## config.mk

```make
export PLATFORM = sky130hd
export DESIGN_NAME = lj_pair_top
export DESIGN_NICKNAME = d
export VERILOG_FILES = /design/src/common/lj_pkg.sv /design/src/verilog/lj_pair_top.sv /design/src/verilog/force_accumulate.sv /design/src/pair_eval/force_execute.sv /design/src/pair_eval/pair_decode.sv
export SDC_FILE = /design/constraint.sdc
export NUM_CORES = 2
export LEC_CHECK = 0
export BUFFER_PORTS_ARGS = -buffer_cell sky130_fd_sc_hd__buf_2
export CAP_MARGIN = 20
export CORE_MARGIN = 10
export CORE_UTILIZATION = 45
export DETAILED_ROUTE_END_ITERATION = 10
export GPL_ROUTABILITY_DRIVEN = 0
export PLACE_DENSITY_LB_ADDON = 0.1
export SYNTH_ARGS = -nofsm -noshare
export SYNTH_HDL_FRONTEND = slang
export SYNTH_SLANG_ARGS = --single-unit
```

## constraint.sdc

```tcl
create_clock -name clk -period 11.6 [get_ports clk]
set_input_delay 1.16 -clock clk [delete_from_list [all_inputs] [get_ports clk]]
set_output_delay 1.16 -clock clk [all_outputs]
set_load 0.01 [all_outputs]
```

## src/common/lj_pkg.sv

```systemverilog
`default_nettype none

package lj_pkg;

	// box geometry, 3x3x3 cells of 64 units each
	localparam int CELL_ID_WIDTH  = 2;            // bits per cell coordinate
	localparam int DIM_CELLS      = 3;            // cells per dimension
	localparam int CELL_POS_WIDTH = 6;            // cell-local offset, 0..63
	localparam int CELL_SIZE      = 64;           // cell edge in length units
	localparam int BOX_SIZE       = DIM_CELLS * CELL_SIZE; // 192, not a power of two
	localparam int HALF_BOX       = BOX_SIZE / 2; // 96, minimum-image limit
	localparam int DISP_WIDTH     = 9;            // signed displacement, -96..96 after wrap

	// pair filter limits on r2
	localparam int CUTOFF_2 = 4096;               // cutoff radius 64, r2 at or above is dropped
	localparam int MIN_R2   = 16;                 // self pairs and overlaps fall below this
	localparam int R2_WIDTH = 12;                 // accepted r2 always fits 12 bits

	// piecewise-linear force/r table
	localparam int SEGMENT_NUM   = 8;
	localparam int SEGMENT_WIDTH = 3;             // r2[11:9]
	localparam int BIN_WIDTH     = 5;             // r2[8:4]
	localparam int FRAC_WIDTH    = 4;             // r2[3:0], below table resolution
	localparam int COEF_WIDTH    = 16;            // signed force/r coefficient
	localparam int SLOPE_WIDTH   = 8;             // unsigned per-segment slope
	localparam int FORCE_SHIFT   = 6;             // scale back after coef * displacement

	// coefficient = base - slope * bin, steep repulsive wall near r = 0,
	// shallow attractive tail toward the cutoff
	localparam logic signed [COEF_WIDTH-1:0] SEG_BASE [SEGMENT_NUM] = '{
		16'sd16000,                                 // r2    0..511
		16'sd8000,                                  // r2  512..1023
		16'sd1800,                                  // r2 1024..1535
		-16'sd60,                                   // r2 1536..2047, near the well minimum
		-16'sd310,
		-16'sd400,
		-16'sd300,
		-16'sd200                                   // r2 3584..4095
	};
	localparam logic [SLOPE_WIDTH-1:0] SEG_SLOPE [SEGMENT_NUM] = '{
		8'd255,                                     // worst case 255*31 stays in range
		8'd200,
		8'd60,
		8'd8,
		8'd3,
		8'd1,
		8'd2,
		8'd4
	};

	// result side
	localparam int ACC_WIDTH   = 32;              // signed force sums
	localparam int COUNT_WIDTH = 8;               // accepted pairs per group

	// one r2 word, seen raw by the filter and as a table address by execute
	typedef union packed {
		logic [R2_WIDTH-1:0] raw;                   // squared distance
		struct packed {
			logic [SEGMENT_WIDTH-1:0] segment;        // selects base and slope
			logic [BIN_WIDTH-1:0]     bin;            // linear step inside the segment
			logic [FRAC_WIDTH-1:0]    frac;           // dropped by the lookup
		} tab;
	} r2_word_u;

endpackage

`default_nettype wire
```

## src/verilog/lj_pair_top.sv

```systemverilog
`timescale 1ns/1ns
`default_nettype none

module lj_pair_top (
	input  logic                                   clk,
	input  logic                                   rst_n,
	input  logic                                   pair_valid,
	input  logic                                   pair_last,
	input  logic [3*lj_pkg::CELL_ID_WIDTH-1:0]     home_cell,
	input  logic [3*lj_pkg::CELL_ID_WIDTH-1:0]     nbr_cell,
	input  logic [3*lj_pkg::CELL_POS_WIDTH-1:0]    home_pos,
	input  logic [3*lj_pkg::CELL_POS_WIDTH-1:0]    nbr_pos,
	output logic                                   force_valid, // 5 cycles after pair_last
	output logic signed [lj_pkg::ACC_WIDTH-1:0]    force_x,
	output logic signed [lj_pkg::ACC_WIDTH-1:0]    force_y,
	output logic signed [lj_pkg::ACC_WIDTH-1:0]    force_z,
	output logic [lj_pkg::COUNT_WIDTH-1:0]         pair_count
);
	import lj_pkg::*;

	// decode to execute
	logic                          dec_valid;
	logic                          dec_last;
	logic signed [DISP_WIDTH-1:0]  dec_dx;
	logic signed [DISP_WIDTH-1:0]  dec_dy;
	logic signed [DISP_WIDTH-1:0]  dec_dz;
	r2_word_u                      dec_r2;

	// execute to result
	logic                          exe_valid;
	logic                          exe_last;
	logic signed [ACC_WIDTH-1:0]   exe_fx;
	logic signed [ACC_WIDTH-1:0]   exe_fy;
	logic signed [ACC_WIDTH-1:0]   exe_fz;

	pair_decode pair_decode_i (               // edges t+1, t+2
		.clk(clk), .rst_n(rst_n),
		.pair_valid(pair_valid), .pair_last(pair_last),
		.home_cell(home_cell), .nbr_cell(nbr_cell),
		.home_pos(home_pos), .nbr_pos(nbr_pos),
		.dec_valid(dec_valid), .dec_last(dec_last),
		.dec_dx(dec_dx), .dec_dy(dec_dy), .dec_dz(dec_dz),
		.dec_r2(dec_r2)
	);

	force_execute force_execute_i (           // edges t+3, t+4
		.clk(clk), .rst_n(rst_n),
		.dec_valid(dec_valid), .dec_last(dec_last),
		.dec_dx(dec_dx), .dec_dy(dec_dy), .dec_dz(dec_dz),
		.dec_r2(dec_r2),
		.exe_valid(exe_valid), .exe_last(exe_last),
		.exe_fx(exe_fx), .exe_fy(exe_fy), .exe_fz(exe_fz)
	);

	force_accumulate force_accumulate_i (     // edge t+5
		.clk(clk), .rst_n(rst_n),
		.exe_valid(exe_valid), .exe_last(exe_last),
		.exe_fx(exe_fx), .exe_fy(exe_fy), .exe_fz(exe_fz),
		.force_valid(force_valid),
		.force_x(force_x), .force_y(force_y), .force_z(force_z),
		.pair_count(pair_count)
	);

endmodule

`default_nettype wire

```

## src/verilog/force_accumulate.sv

```systemverilog
`timescale 1ns/1ns
`default_nettype none

module force_accumulate (
	input  logic                                    clk,
	input  logic                                    rst_n,
	input  logic                                    exe_valid,   // component is a real pair
	input  logic                                    exe_last,    // close the group this cycle
	input  logic signed [lj_pkg::ACC_WIDTH-1:0]     exe_fx,
	input  logic signed [lj_pkg::ACC_WIDTH-1:0]     exe_fy,
	input  logic signed [lj_pkg::ACC_WIDTH-1:0]     exe_fz,
	output logic                                    force_valid, // one-cycle pulse per group
	output logic signed [lj_pkg::ACC_WIDTH-1:0]     force_x,
	output logic signed [lj_pkg::ACC_WIDTH-1:0]     force_y,
	output logic signed [lj_pkg::ACC_WIDTH-1:0]     force_z,
	output logic [lj_pkg::COUNT_WIDTH-1:0]          pair_count
);
	import lj_pkg::*;

	logic signed [ACC_WIDTH-1:0]  acc_x;          // running sums for the open group
	logic signed [ACC_WIDTH-1:0]  acc_y;
	logic signed [ACC_WIDTH-1:0]  acc_z;
	logic [COUNT_WIDTH-1:0]       acc_count;

	logic signed [ACC_WIDTH-1:0]  add_x;          // zero for a filtered pair
	logic signed [ACC_WIDTH-1:0]  add_y;
	logic signed [ACC_WIDTH-1:0]  add_z;
	logic signed [ACC_WIDTH-1:0]  sum_x;          // sum including the current pair
	logic signed [ACC_WIDTH-1:0]  sum_y;
	logic signed [ACC_WIDTH-1:0]  sum_z;
	logic [COUNT_WIDTH-1:0]       sum_count;

	assign add_x     = exe_valid ? exe_fx : '0;
	assign add_y     = exe_valid ? exe_fy : '0;
	assign add_z     = exe_valid ? exe_fz : '0;
	assign sum_x     = acc_x + add_x;
	assign sum_y     = acc_y + add_y;
	assign sum_z     = acc_z + add_z;
	assign sum_count = acc_count + COUNT_WIDTH'(exe_valid);

	// running sums, restart from zero right after a closing pair
	always_ff @(posedge clk or negedge rst_n) begin
		if (!rst_n) begin
			acc_x     <= '0;
			acc_y     <= '0;
			acc_z     <= '0;
			acc_count <= '0;
		end else if (exe_last) begin
			acc_x     <= '0;                         // next group may start next cycle
			acc_y     <= '0;
			acc_z     <= '0;
			acc_count <= '0;
		end else begin
			acc_x     <= sum_x;
			acc_y     <= sum_y;
			acc_z     <= sum_z;
			acc_count <= sum_count;
		end
	end

	// group result, held until the next pulse
	always_ff @(posedge clk or negedge rst_n) begin
		if (!rst_n) begin
			force_valid <= 1'b0;
			force_x     <= '0;
			force_y     <= '0;
			force_z     <= '0;
			pair_count  <= '0;
		end else begin
			force_valid <= exe_last;
			if (exe_last) begin
				force_x    <= sum_x;
				force_y    <= sum_y;
				force_z    <= sum_z;
				pair_count <= sum_count;                // 0 when every pair was rejected
			end
		end
	end

endmodule

`default_nettype wire

```

## src/pair_eval/force_execute.sv

```systemverilog
`timescale 1ns/1ns
`default_nettype none

module force_execute (
	input  logic                                    clk,
	input  logic                                    rst_n,
	input  logic                                    dec_valid,
	input  logic                                    dec_last,
	input  logic signed [lj_pkg::DISP_WIDTH-1:0]    dec_dx,
	input  logic signed [lj_pkg::DISP_WIDTH-1:0]    dec_dy,
	input  logic signed [lj_pkg::DISP_WIDTH-1:0]    dec_dz,
	input  lj_pkg::r2_word_u                        dec_r2,
	output logic                                    exe_valid,
	output logic                                    exe_last,
	output logic signed [lj_pkg::ACC_WIDTH-1:0]     exe_fx,  // coef * dx >>> FORCE_SHIFT
	output logic signed [lj_pkg::ACC_WIDTH-1:0]     exe_fy,
	output logic signed [lj_pkg::ACC_WIDTH-1:0]     exe_fz
);
	import lj_pkg::*;

	logic [SEGMENT_WIDTH-1:0]          seg;
	logic [BIN_WIDTH-1:0]              bin;
	logic [SLOPE_WIDTH+BIN_WIDTH-1:0]  slope_term;   // slope * bin, at most 7905
	logic signed [COEF_WIDTH-1:0]      coef_full;    // base - slope * bin

	logic                              s1_valid;
	logic                              s1_last;
	logic signed [COEF_WIDTH-1:0]      s1_coef;
	logic signed [DISP_WIDTH-1:0]      s1_dx;        // displacement lags one stage
	logic signed [DISP_WIDTH-1:0]      s1_dy;
	logic signed [DISP_WIDTH-1:0]      s1_dz;

	logic signed [ACC_WIDTH-1:0]       prod_x;       // full product, sign extended
	logic signed [ACC_WIDTH-1:0]       prod_y;
	logic signed [ACC_WIDTH-1:0]       prod_z;

	// stage 1, table view of r2 picks the segment and the step inside it
	assign seg        = dec_r2.tab.segment;
	assign bin        = dec_r2.tab.bin;
	assign slope_term = SEG_SLOPE[seg] * bin;
	assign coef_full  = SEG_BASE[seg] - $signed({1'b0, slope_term});

	always_ff @(posedge clk or negedge rst_n) begin
		if (!rst_n) begin
			s1_valid <= 1'b0;
			s1_last  <= 1'b0;
		end else begin
			s1_valid <= dec_valid;
			s1_last  <= dec_last;
		end
	end

	always_ff @(posedge clk) begin
		s1_coef <= coef_full;                    // table values keep this in 16 bits
		s1_dx   <= dec_dx;
		s1_dy   <= dec_dy;
		s1_dz   <= dec_dz;
	end

	// stage 2, scale each component, sign follows the displacement
	assign prod_x = s1_coef * s1_dx;
	assign prod_y = s1_coef * s1_dy;
	assign prod_z = s1_coef * s1_dz;

	always_ff @(posedge clk or negedge rst_n) begin
		if (!rst_n) begin
			exe_valid <= 1'b0;
			exe_last  <= 1'b0;
		end else begin
			exe_valid <= s1_valid;
			exe_last  <= s1_last;
		end
	end

	always_ff @(posedge clk) begin
		exe_fx <= prod_x >>> FORCE_SHIFT;         // arithmetic, rounds toward -inf
		exe_fy <= prod_y >>> FORCE_SHIFT;
		exe_fz <= prod_z >>> FORCE_SHIFT;
	end

endmodule

`default_nettype wire

```

## src/pair_eval/pair_decode.sv

```systemverilog
`timescale 1ns/1ns
`default_nettype none

module pair_decode (
	input  logic                                       clk,
	input  logic                                       rst_n,
	input  logic                                       pair_valid,
	input  logic                                       pair_last,  // closes a home group
	input  logic [3*lj_pkg::CELL_ID_WIDTH-1:0]         home_cell,  // {x, y, z}, x on top
	input  logic [3*lj_pkg::CELL_ID_WIDTH-1:0]         nbr_cell,
	input  logic [3*lj_pkg::CELL_POS_WIDTH-1:0]        home_pos,   // {x, y, z}, x on top
	input  logic [3*lj_pkg::CELL_POS_WIDTH-1:0]        nbr_pos,
	output logic                                       dec_valid,  // pair passed the filter
	output logic                                       dec_last,   // follows every input pair
	output logic signed [lj_pkg::DISP_WIDTH-1:0]       dec_dx,
	output logic signed [lj_pkg::DISP_WIDTH-1:0]       dec_dy,
	output logic signed [lj_pkg::DISP_WIDTH-1:0]       dec_dz,
	output lj_pkg::r2_word_u                           dec_r2
);
	import lj_pkg::*;

	localparam int CW = CELL_ID_WIDTH;
	localparam int PW = CELL_POS_WIDTH;

	logic                          s1_valid;
	logic                          s1_last;
	logic signed [DISP_WIDTH-1:0]  s1_dx;         // wrapped nbr - home
	logic signed [DISP_WIDTH-1:0]  s1_dy;
	logic signed [DISP_WIDTH-1:0]  s1_dz;

	logic signed [2*DISP_WIDTH-1:0] sq_x;         // up to 96^2
	logic signed [2*DISP_WIDTH-1:0] sq_y;
	logic signed [2*DISP_WIDTH-1:0] sq_z;
	logic signed [2*DISP_WIDTH+1:0] r2_full;      // up to 3*96^2, before the range check
	logic                           r2_in_range;

	// one axis of the minimum-image displacement from home to neighbour
	function automatic logic signed [DISP_WIDTH-1:0] min_image(
		input logic [CELL_ID_WIDTH-1:0]  hc,
		input logic [CELL_ID_WIDTH-1:0]  nc,
		input logic [CELL_POS_WIDTH-1:0] hp,
		input logic [CELL_POS_WIDTH-1:0] np
	);
		int d;
		d = (int'(nc) - int'(hc)) * CELL_SIZE + (int'(np) - int'(hp)); // -191..191
		if (d > HALF_BOX) begin
			d = d - BOX_SIZE;                          // neighbour is closer through the low face
		end else if (d < -HALF_BOX) begin
			d = d + BOX_SIZE;                          // closer through the high face
		end
		return DISP_WIDTH'(d);
	endfunction

	// stage 1, per-axis displacement with periodic wrap
	always_ff @(posedge clk or negedge rst_n) begin
		if (!rst_n) begin
			s1_valid <= 1'b0;
			s1_last  <= 1'b0;
		end else begin
			s1_valid <= pair_valid;
			s1_last  <= pair_valid & pair_last;      // last only counts with a strobe
		end
	end

	always_ff @(posedge clk) begin
		s1_dx <= min_image(home_cell[3*CW-1:2*CW], nbr_cell[3*CW-1:2*CW],
			home_pos[3*PW-1:2*PW], nbr_pos[3*PW-1:2*PW]);
		s1_dy <= min_image(home_cell[2*CW-1:CW], nbr_cell[2*CW-1:CW],
			home_pos[2*PW-1:PW], nbr_pos[2*PW-1:PW]);
		s1_dz <= min_image(home_cell[CW-1:0], nbr_cell[CW-1:0],
			home_pos[PW-1:0], nbr_pos[PW-1:0]);
	end

	// stage 2, squared distance and cutoff window
	assign sq_x        = s1_dx * s1_dx;
	assign sq_y        = s1_dy * s1_dy;
	assign sq_z        = s1_dz * s1_dz;
	assign r2_full     = sq_x + sq_y + sq_z;
	assign r2_in_range = (r2_full >= MIN_R2) && (r2_full < CUTOFF_2); // [16, 4096)

	always_ff @(posedge clk or negedge rst_n) begin
		if (!rst_n) begin
			dec_valid <= 1'b0;
			dec_last  <= 1'b0;
		end else begin
			dec_valid <= s1_valid & r2_in_range;      // rejected pairs vanish here
			dec_last  <= s1_last;                     // kept even when the pair is dropped
		end
	end

	always_ff @(posedge clk) begin
		dec_dx     <= s1_dx;
		dec_dy     <= s1_dy;
		dec_dz     <= s1_dz;
		dec_r2.raw <= r2_full[R2_WIDTH-1:0];       // exact whenever dec_valid is set
	end

endmodule

`default_nettype wire

```

Word-level counts from Yosys, hierarchy flattened
Memory sizes are Yosys's and may differ from the RTL's.
Cells that the tools add are included.
W data, S select, Z words.

operators by class
  add/subtract/negate cells = 22
  $mul = 7
  div/mod/pow operators = 0
  magnitude comparators = 9
  equal/unequal tests = 0
  shift-type cells = 0
  muxes and demuxes = 17
  bitwise logic cells = 3
  reduce and logical (&&, ||, !) cells = 1

operators by type and width
  cell                    count
  $mux W32                6
  $add A32 B32 Y32        3
  $mul A16 B9 Y25         3
  $gt A32 B8 Y1 const B   2
  $lt A32 B8 Y1 const B   2
  $mul A9 B9 Y18          3
  $mux W9                 6
  $mux W16                2
  $add A9 B7 Y10          3
  $add A9 B9 Y9 const B   3
  $sub A9 B9 Y9 const B   3
  $mux W8                 3
  $sub A6 B6 Y7           3
  $add A19 B18 Y20        1
  $ge A20 B6 Y1 const B   1
  $lt A20 B14 Y1 const B  1
  $add A18 B18 Y19        1
  $sub A16 B14 Y16        1
  $mul A8 B5 Y13          1
  $gt A10 B8 Y1 const B   1
  $lt A10 B8 Y1 const B   1
  $sub A2 B2 Y3           3
  $add A8 B1 Y8           1
  $ge A4 B4 Y1 const B    1
  other kinds (3)         4

word-level totals
  register bits = 383
  latch bits = 0
  bits in writable memories = 0
  memory bits (read-only) = 192
  word-level logic and storage cells = 92
  memories = 2

memory list
  name             words  width  read ports  clocked after Yosys merged registers in  wr ports  RTL line             source
  (no name shown)  8      16     1           0                                        0         force_execute.sv:41  assign coef_full = SEG_BASE[seg] - $signed({1'b0, slope_term});
  (no name shown)  8      8      1           0                                        0         force_execute.sv:40  assign slope_term = SEG_SLOPE[seg] * bin;

Depth between registers and ports, before layout
  word-level depth = 6
  depth in mapped cells = 26

By module
A second synthesis with hierarchy kept.

unflattened totals
  cells, all modules = 4671
  area, all modules = 43639.4 um^2

by module, submodules not included
  module            instances  cells an instance  area each (um^2)  sequential area each (um^2)
  force_execute     1          2016               18866.8           2102.0
  force_accumulate  1          1390               12502.0           5230.0
  pair_decode       1          1265               12270.5           1421.4

Worst setup path before layout
No wires, ideal clock.

  path type = register to register
  from = register pair_decode_i.s1_dy[8]
  to = register pair_decode_i.dec_valid
  setup time = 0.101 ns
  arrival time = 6.574 ns
  data required time = 11.499 ns
  setup slack = 4.925 ns
  stages on the path, launching flop included = 25
  path buffers = 1
  path through = dfxtp_1 > clkbuf_1 > nand2_1 > fa_1 > inv_1 > fa_1 > inv_1 > fa_1 > inv_1 > fa_1 > fa_1 > inv_1 > fa_1 > inv_1 > fa_1 > ha_1 > ha_1 > xor2_1 > a21oi_1 > a21oi_1 > o21ai_0 > nand4_1 > a21oi_1 > o221ai_1 > nor4_1

on the way
  word-level cells in the longest chain between the ends = 6

RTL lines
  item                                             RTL line           source
  start, declared                                  pair_decode.sv:28  logic signed [DISP_WIDTH-1:0] s1_dy;
  start signal, assigned                           pair_decode.sv:68  s1_dy <= min_image(home_cell[2*CW-1:CW], nbr_cell[2*CW-1:CW],
  $mul A9 B9 Y18 *                                 pair_decode.sv:76  assign sq_y = s1_dy * s1_dy;
  $add A18 B18 Y19 *                               pair_decode.sv:78  assign r2_full = sq_x + sq_y + sq_z;
  $add A19 B18 Y20 *                               pair_decode.sv:78
  $ge A20 B6 Y1 or $lt A20 B14 Y1 (tied branches)  pair_decode.sv:79  assign r2_in_range = (r2_full >= MIN_R2) && (r2_full < CUTOFF_2);
  $logic_and A1 B1 Y1 *                            pair_decode.sv:79
  $and A1 B1 Y1 *                                  pair_decode.sv:86  dec_valid <= s1_valid & r2_in_range;
  end signal, assigned                             pair_decode.sv:86
  end, declared                                    pair_decode.sv:13  output logic dec_valid,

Mark *: on every way between the ends. The rest lies on a longest branch, timed or not.
A chain may end at the register's enable or synchronous reset.

Worst setup path in the final report
Ends and elaborated chain as after synthesis.

==> key figures <==
Clock network
  • Clk Latency, worst-skew pair: 610 ps
  • Setup bufs post-CTS: 0
  • Root Buffer: clkbuf_16
  • CTS Buffer Depth: 3
  • PostCTS Resize Cnt: 0
  • Clock sinks: 379
  • Worst-path clk slew: 60 ps
  • Hold Buf Count CTS: 0
  • CTS tree: yes
  • Htree depth: 2
  • CTS buffer count: 48

Placement
  • Post-DP HPWL: 74300 um
  • PortBufs: 156

Setup path
  • R2R Path Start: pair_decode_i.s1_dy[8]
  • Worst reg2reg endpoint: pair_decode_i.dec_valid
  • Crit-path most repeated cell: fa_1
  • CP startpoint kind: flop
  • Top Family by Delay on Critical Path: adder cells
  • Reg2reg setup slack: 4350 ps
  • Slowest CP cell: dfxtp_1
  • Endpoint class of the critical path: flop
  • WP buf/inv: 5
  • Cell count of the worst reg-to-reg path: 23
  • Worst path max stage delay: 680 ps
  • Worst endpoint required time: 12100 ps
  • Critical path, cell by cell: nand2_1 -> fa_1 -> inv_1 -> fa_1 -> inv_1 -> fa_1 -> inv_1 -> fa_1 -> fa_1 -> inv_1 -> fa_1 -> inv_1 -> fa_1 -> ha_1 -> ha_1 -> xor2_1 -> a21oi_1 -> a21oi_1 -> o21ai_0 -> nand4_1 -> a21oi_1 -> o221ai_1 -> nor4_1
  • Crit path max fanout: 18
  • Worst path arrival time: 7740 ps
  • CP Class: reg2reg
  • WP depth: 23

Logic synthesis
  • Yosys top cell area share: 30.05%
  • Synth Warn #: 0
  • Yosys top cell by area: fa_1
  • Mapped Cells: 4425
  • Number of synthesized register bits: 379
  • Distinct cell type count after synthesis: 82
  • Largest cells by area after synthesis: fa_1 30%, dfrtp_1 13%, ha_1 13%
  • Asr flop ratio synth: 57.26%
  • EDFF count, synth: 0
  • Avg Cell Area, Syn: 9.529 um2
  • Mapped cell area: 0.04217 mm2
  • Ys flop type: dfrtp_1
  • Register area share after synthesis: 20.57%
  • Mapped Nets: 5533

Floorplanning
  • Die height: 326.1 um
  • Initial core utilization: 45.25%
  • DIE WIDTH: 326.1 um
  • Area of the die: 0.1064 mm2
  • Rows: 112
  • Io pins: 157
  • Core Region: 0.09319 mm2

Drt
  • Vias per cell: 4.967
  • Drt total wl: 92330 um
  • Initial DRC count: 1387
  • DRC viols: 0
  • Antenna Nets Post-Route: 0
  • Drt pass-1 iters: 5
  • DR vias: 28900
  • Wirelength per Cell: 15.87 um

Timing
  • Period utilisation layout: 62.46%
  • Final min period: 7245 ps
  • Clk_skew: 20.05 ps
  • Final setup TNS: 0 ps
  • Slew Viols, Final: 0
  • Worst Max-Slew Pin Slew: 842.5 ps
  • RSZ-0062 raised after global routing: no
  • Top achievable clock speed: 138.0 MHz
  • Setup violators final: 0
  • Final Hold Fails: 0
  • Worst rel slew slack: 43.76%

Global routing
  • Number of global-route vias before repair: 30910
  • Initial antenna violation count: 2
  • Largest net degree at the start of global routing: 121
  • First-pass GRT wire length: 158500 um
  • Global router's overall resource usage: 17.83%
  • Remaining global-route overflow: 0

Min path
  • HP Start: pair_decode_i.dec_dz[3]
  • Worst Hold End: force_execute_i.s1_dz[3]
  • Hold path depth: 0
  • Worst Hold Class: reg2reg

Finish
  • Antenna cell count: 0
  • Register Area: 0.008677 mm2
  • Share of layout cells above drive strength 1: 7.121%
  • Area grow syn2layout: 9.195%
  • Number of fill cells in the layout: 8820
  • Area taken by multi-input logic gates: 0.03010 mm2
  • Final #Nets: 5636

Status
  • Status: completed

Flow run
  • Max cap viols: 0
-- how the worst max path moves through the flow --
stage | start | endpoint | slack (ps)
floorplan | pair_decode_i.s1_dy[8] | pair_decode_i.dec_valid | 4920
global placement | pair_decode_i.s1_dy[8] | pair_decode_i.dec_valid | 4360
detailed placement | pair_decode_i.s1_dy[8] | pair_decode_i.dec_valid | 4370
CTS | pair_decode_i.s1_dy[8] | pair_decode_i.dec_valid | 4290
global route | pair_decode_i.s1_dy[8] | pair_decode_i.dec_valid | 3870
finish | pair_decode_i.s1_dy[8] | pair_decode_i.dec_valid | 4350
-- cells in the mapped netlist, types with 86 or more instances --
library cell / count
clkbuf_1: 128
dfrtp_1: 217
and2_1: 258
dfxtp_1: 162
nor2_1: 206
fa_1: 633
inv_1: 767
o21ai_0: 144
nand2_1: 470
a21oi_1: 156
nand2b_1: 86
xnor2_1: 144
ha_1: 423
-- worst register-to-register path: cells and delay by family (launching register included) --
family / cells / cell delay (ps)
fa+ha+maj: 9 / 4580
flops: 1 / 680
simple gates: 3 / 680
compound gates: 5 / 570
buf+inv: 5 / 460
xor+xnor: 1 / 170
-- per-layer routing --
metal  global-route usage [%]  up-vias  wire, um  part of all wire (%)
li1                         -    14130         -                     -
met1                    24.04    14340     43320                    47
met2                    31.01      342     44710                    48
met3                    2.011       84      2955                   3.2
met4                    2.959        0      1347                   1.5
met5                        0        -         0                     0
-- layout make-up --
| type | count | share of cell area [%] |
|---|---|---|
| multi-input combinational | 3144 | 65.38 |
| clock inverter | 28 | 0.8858 |
| clock buffer | 58 | 2.959 |
| timing repair buffer | 188 | 2.266 |
| sequential | 379 | 18.84 |
| inverter | 767 | 6.258 |
| tap | 1254 | 3.408 |
-- cell families (layout without fill, tap and decap cells) --
family | count (synthesis) | in the layout | share of synthesized area [%]
flip-flops | 379 | 379 | 20.57
multiplexers | 22 | 22 | 0.5549
AND/OR/NAND/NOR | 1237 | 1237 | 14.25
adder cells (fa/ha/maj) | 1056 | 1056 | 42.60
AO/OA/AOI/OAI | 604 | 604 | 9.308
XOR/XNOR | 225 | 225 | 4.673
buffers and inverters | 902 | 1041 | 8.041
-- state kept, by name, indices dropped and copies added, names as in the netlist, 9 cells and up --
name,count
force_accumulate_i.acc_x,32
force_accumulate_i.acc_y,32
force_accumulate_i.acc_z,32
force_accumulate_i.force_x,32
force_accumulate_i.force_y,32
force_accumulate_i.force_z,32
force_execute_i.exe_fx,19
force_execute_i.exe_fy,19
force_execute_i.exe_fz,19
force_execute_i.s1_coef,16
force_execute_i.s1_dx,9
force_execute_i.s1_dy,9
force_execute_i.s1_dz,9
pair_decode_i.dec_dx,9
pair_decode_i.dec_dy,9
pair_decode_i.dec_dz,9
pair_decode_i.s1_dx,9
pair_decode_i.s1_dy,9
pair_decode_i.s1_dz,9
-- per-stage QoR --
step           hold WS (ps)  cells  utilization [%]  instance area [um2]  setup slack (ps)
2_1_floorplan         309.6   4425                -                42170              4925
3_3_place_gp          310.2   5732            47.51                44280              4361
3_5_place_dp          312.1   5732            47.51                44280              4366
4_1_cts               315.0   5818            49.41                46050              4293
5_1_grt               324.1   5818            49.41                46050              3866
6_report              316.6   5818            49.41                46050              4355
-- cell usage in the layout, fill, tap and decap left out, types with 10 or more instances in the layout --
cell       synthesis  routed
and3_1            17      17
nand2_1          470     470
o21a_1            34      34
inv_1            767     766
xnor2_1          144     144
nand4_1           11      11
o21bai_1          23      23
a31oi_1           20      20
or2_2             17      17
buf_2              1     155
o31ai_1           16      16
buf_4              1      31
nor3_1            37      37
xor2_1            81      81
a211o_1           13      13
a21oi_1          156     156
nand2b_1          86      86
clkbuf_16          0      51
o21ai_1           11      11
nand3_1           40      40
dfrtp_1          217     216
mux2i_1           11      11
or3_1             10      10
a21o_1            80      80
nor2_1           206     206
nor2b_1           48      48
o21ai_0          144     144
mux2_2            10      10
fa_1             633     633
ha_1             423     423
and2_1           258     258
a211oi_1          21      21
dfxtp_1          162     162
Power is not shown: default switching activity piles up to over one toggle a cycle in this logic, so the estimate is an artifact.
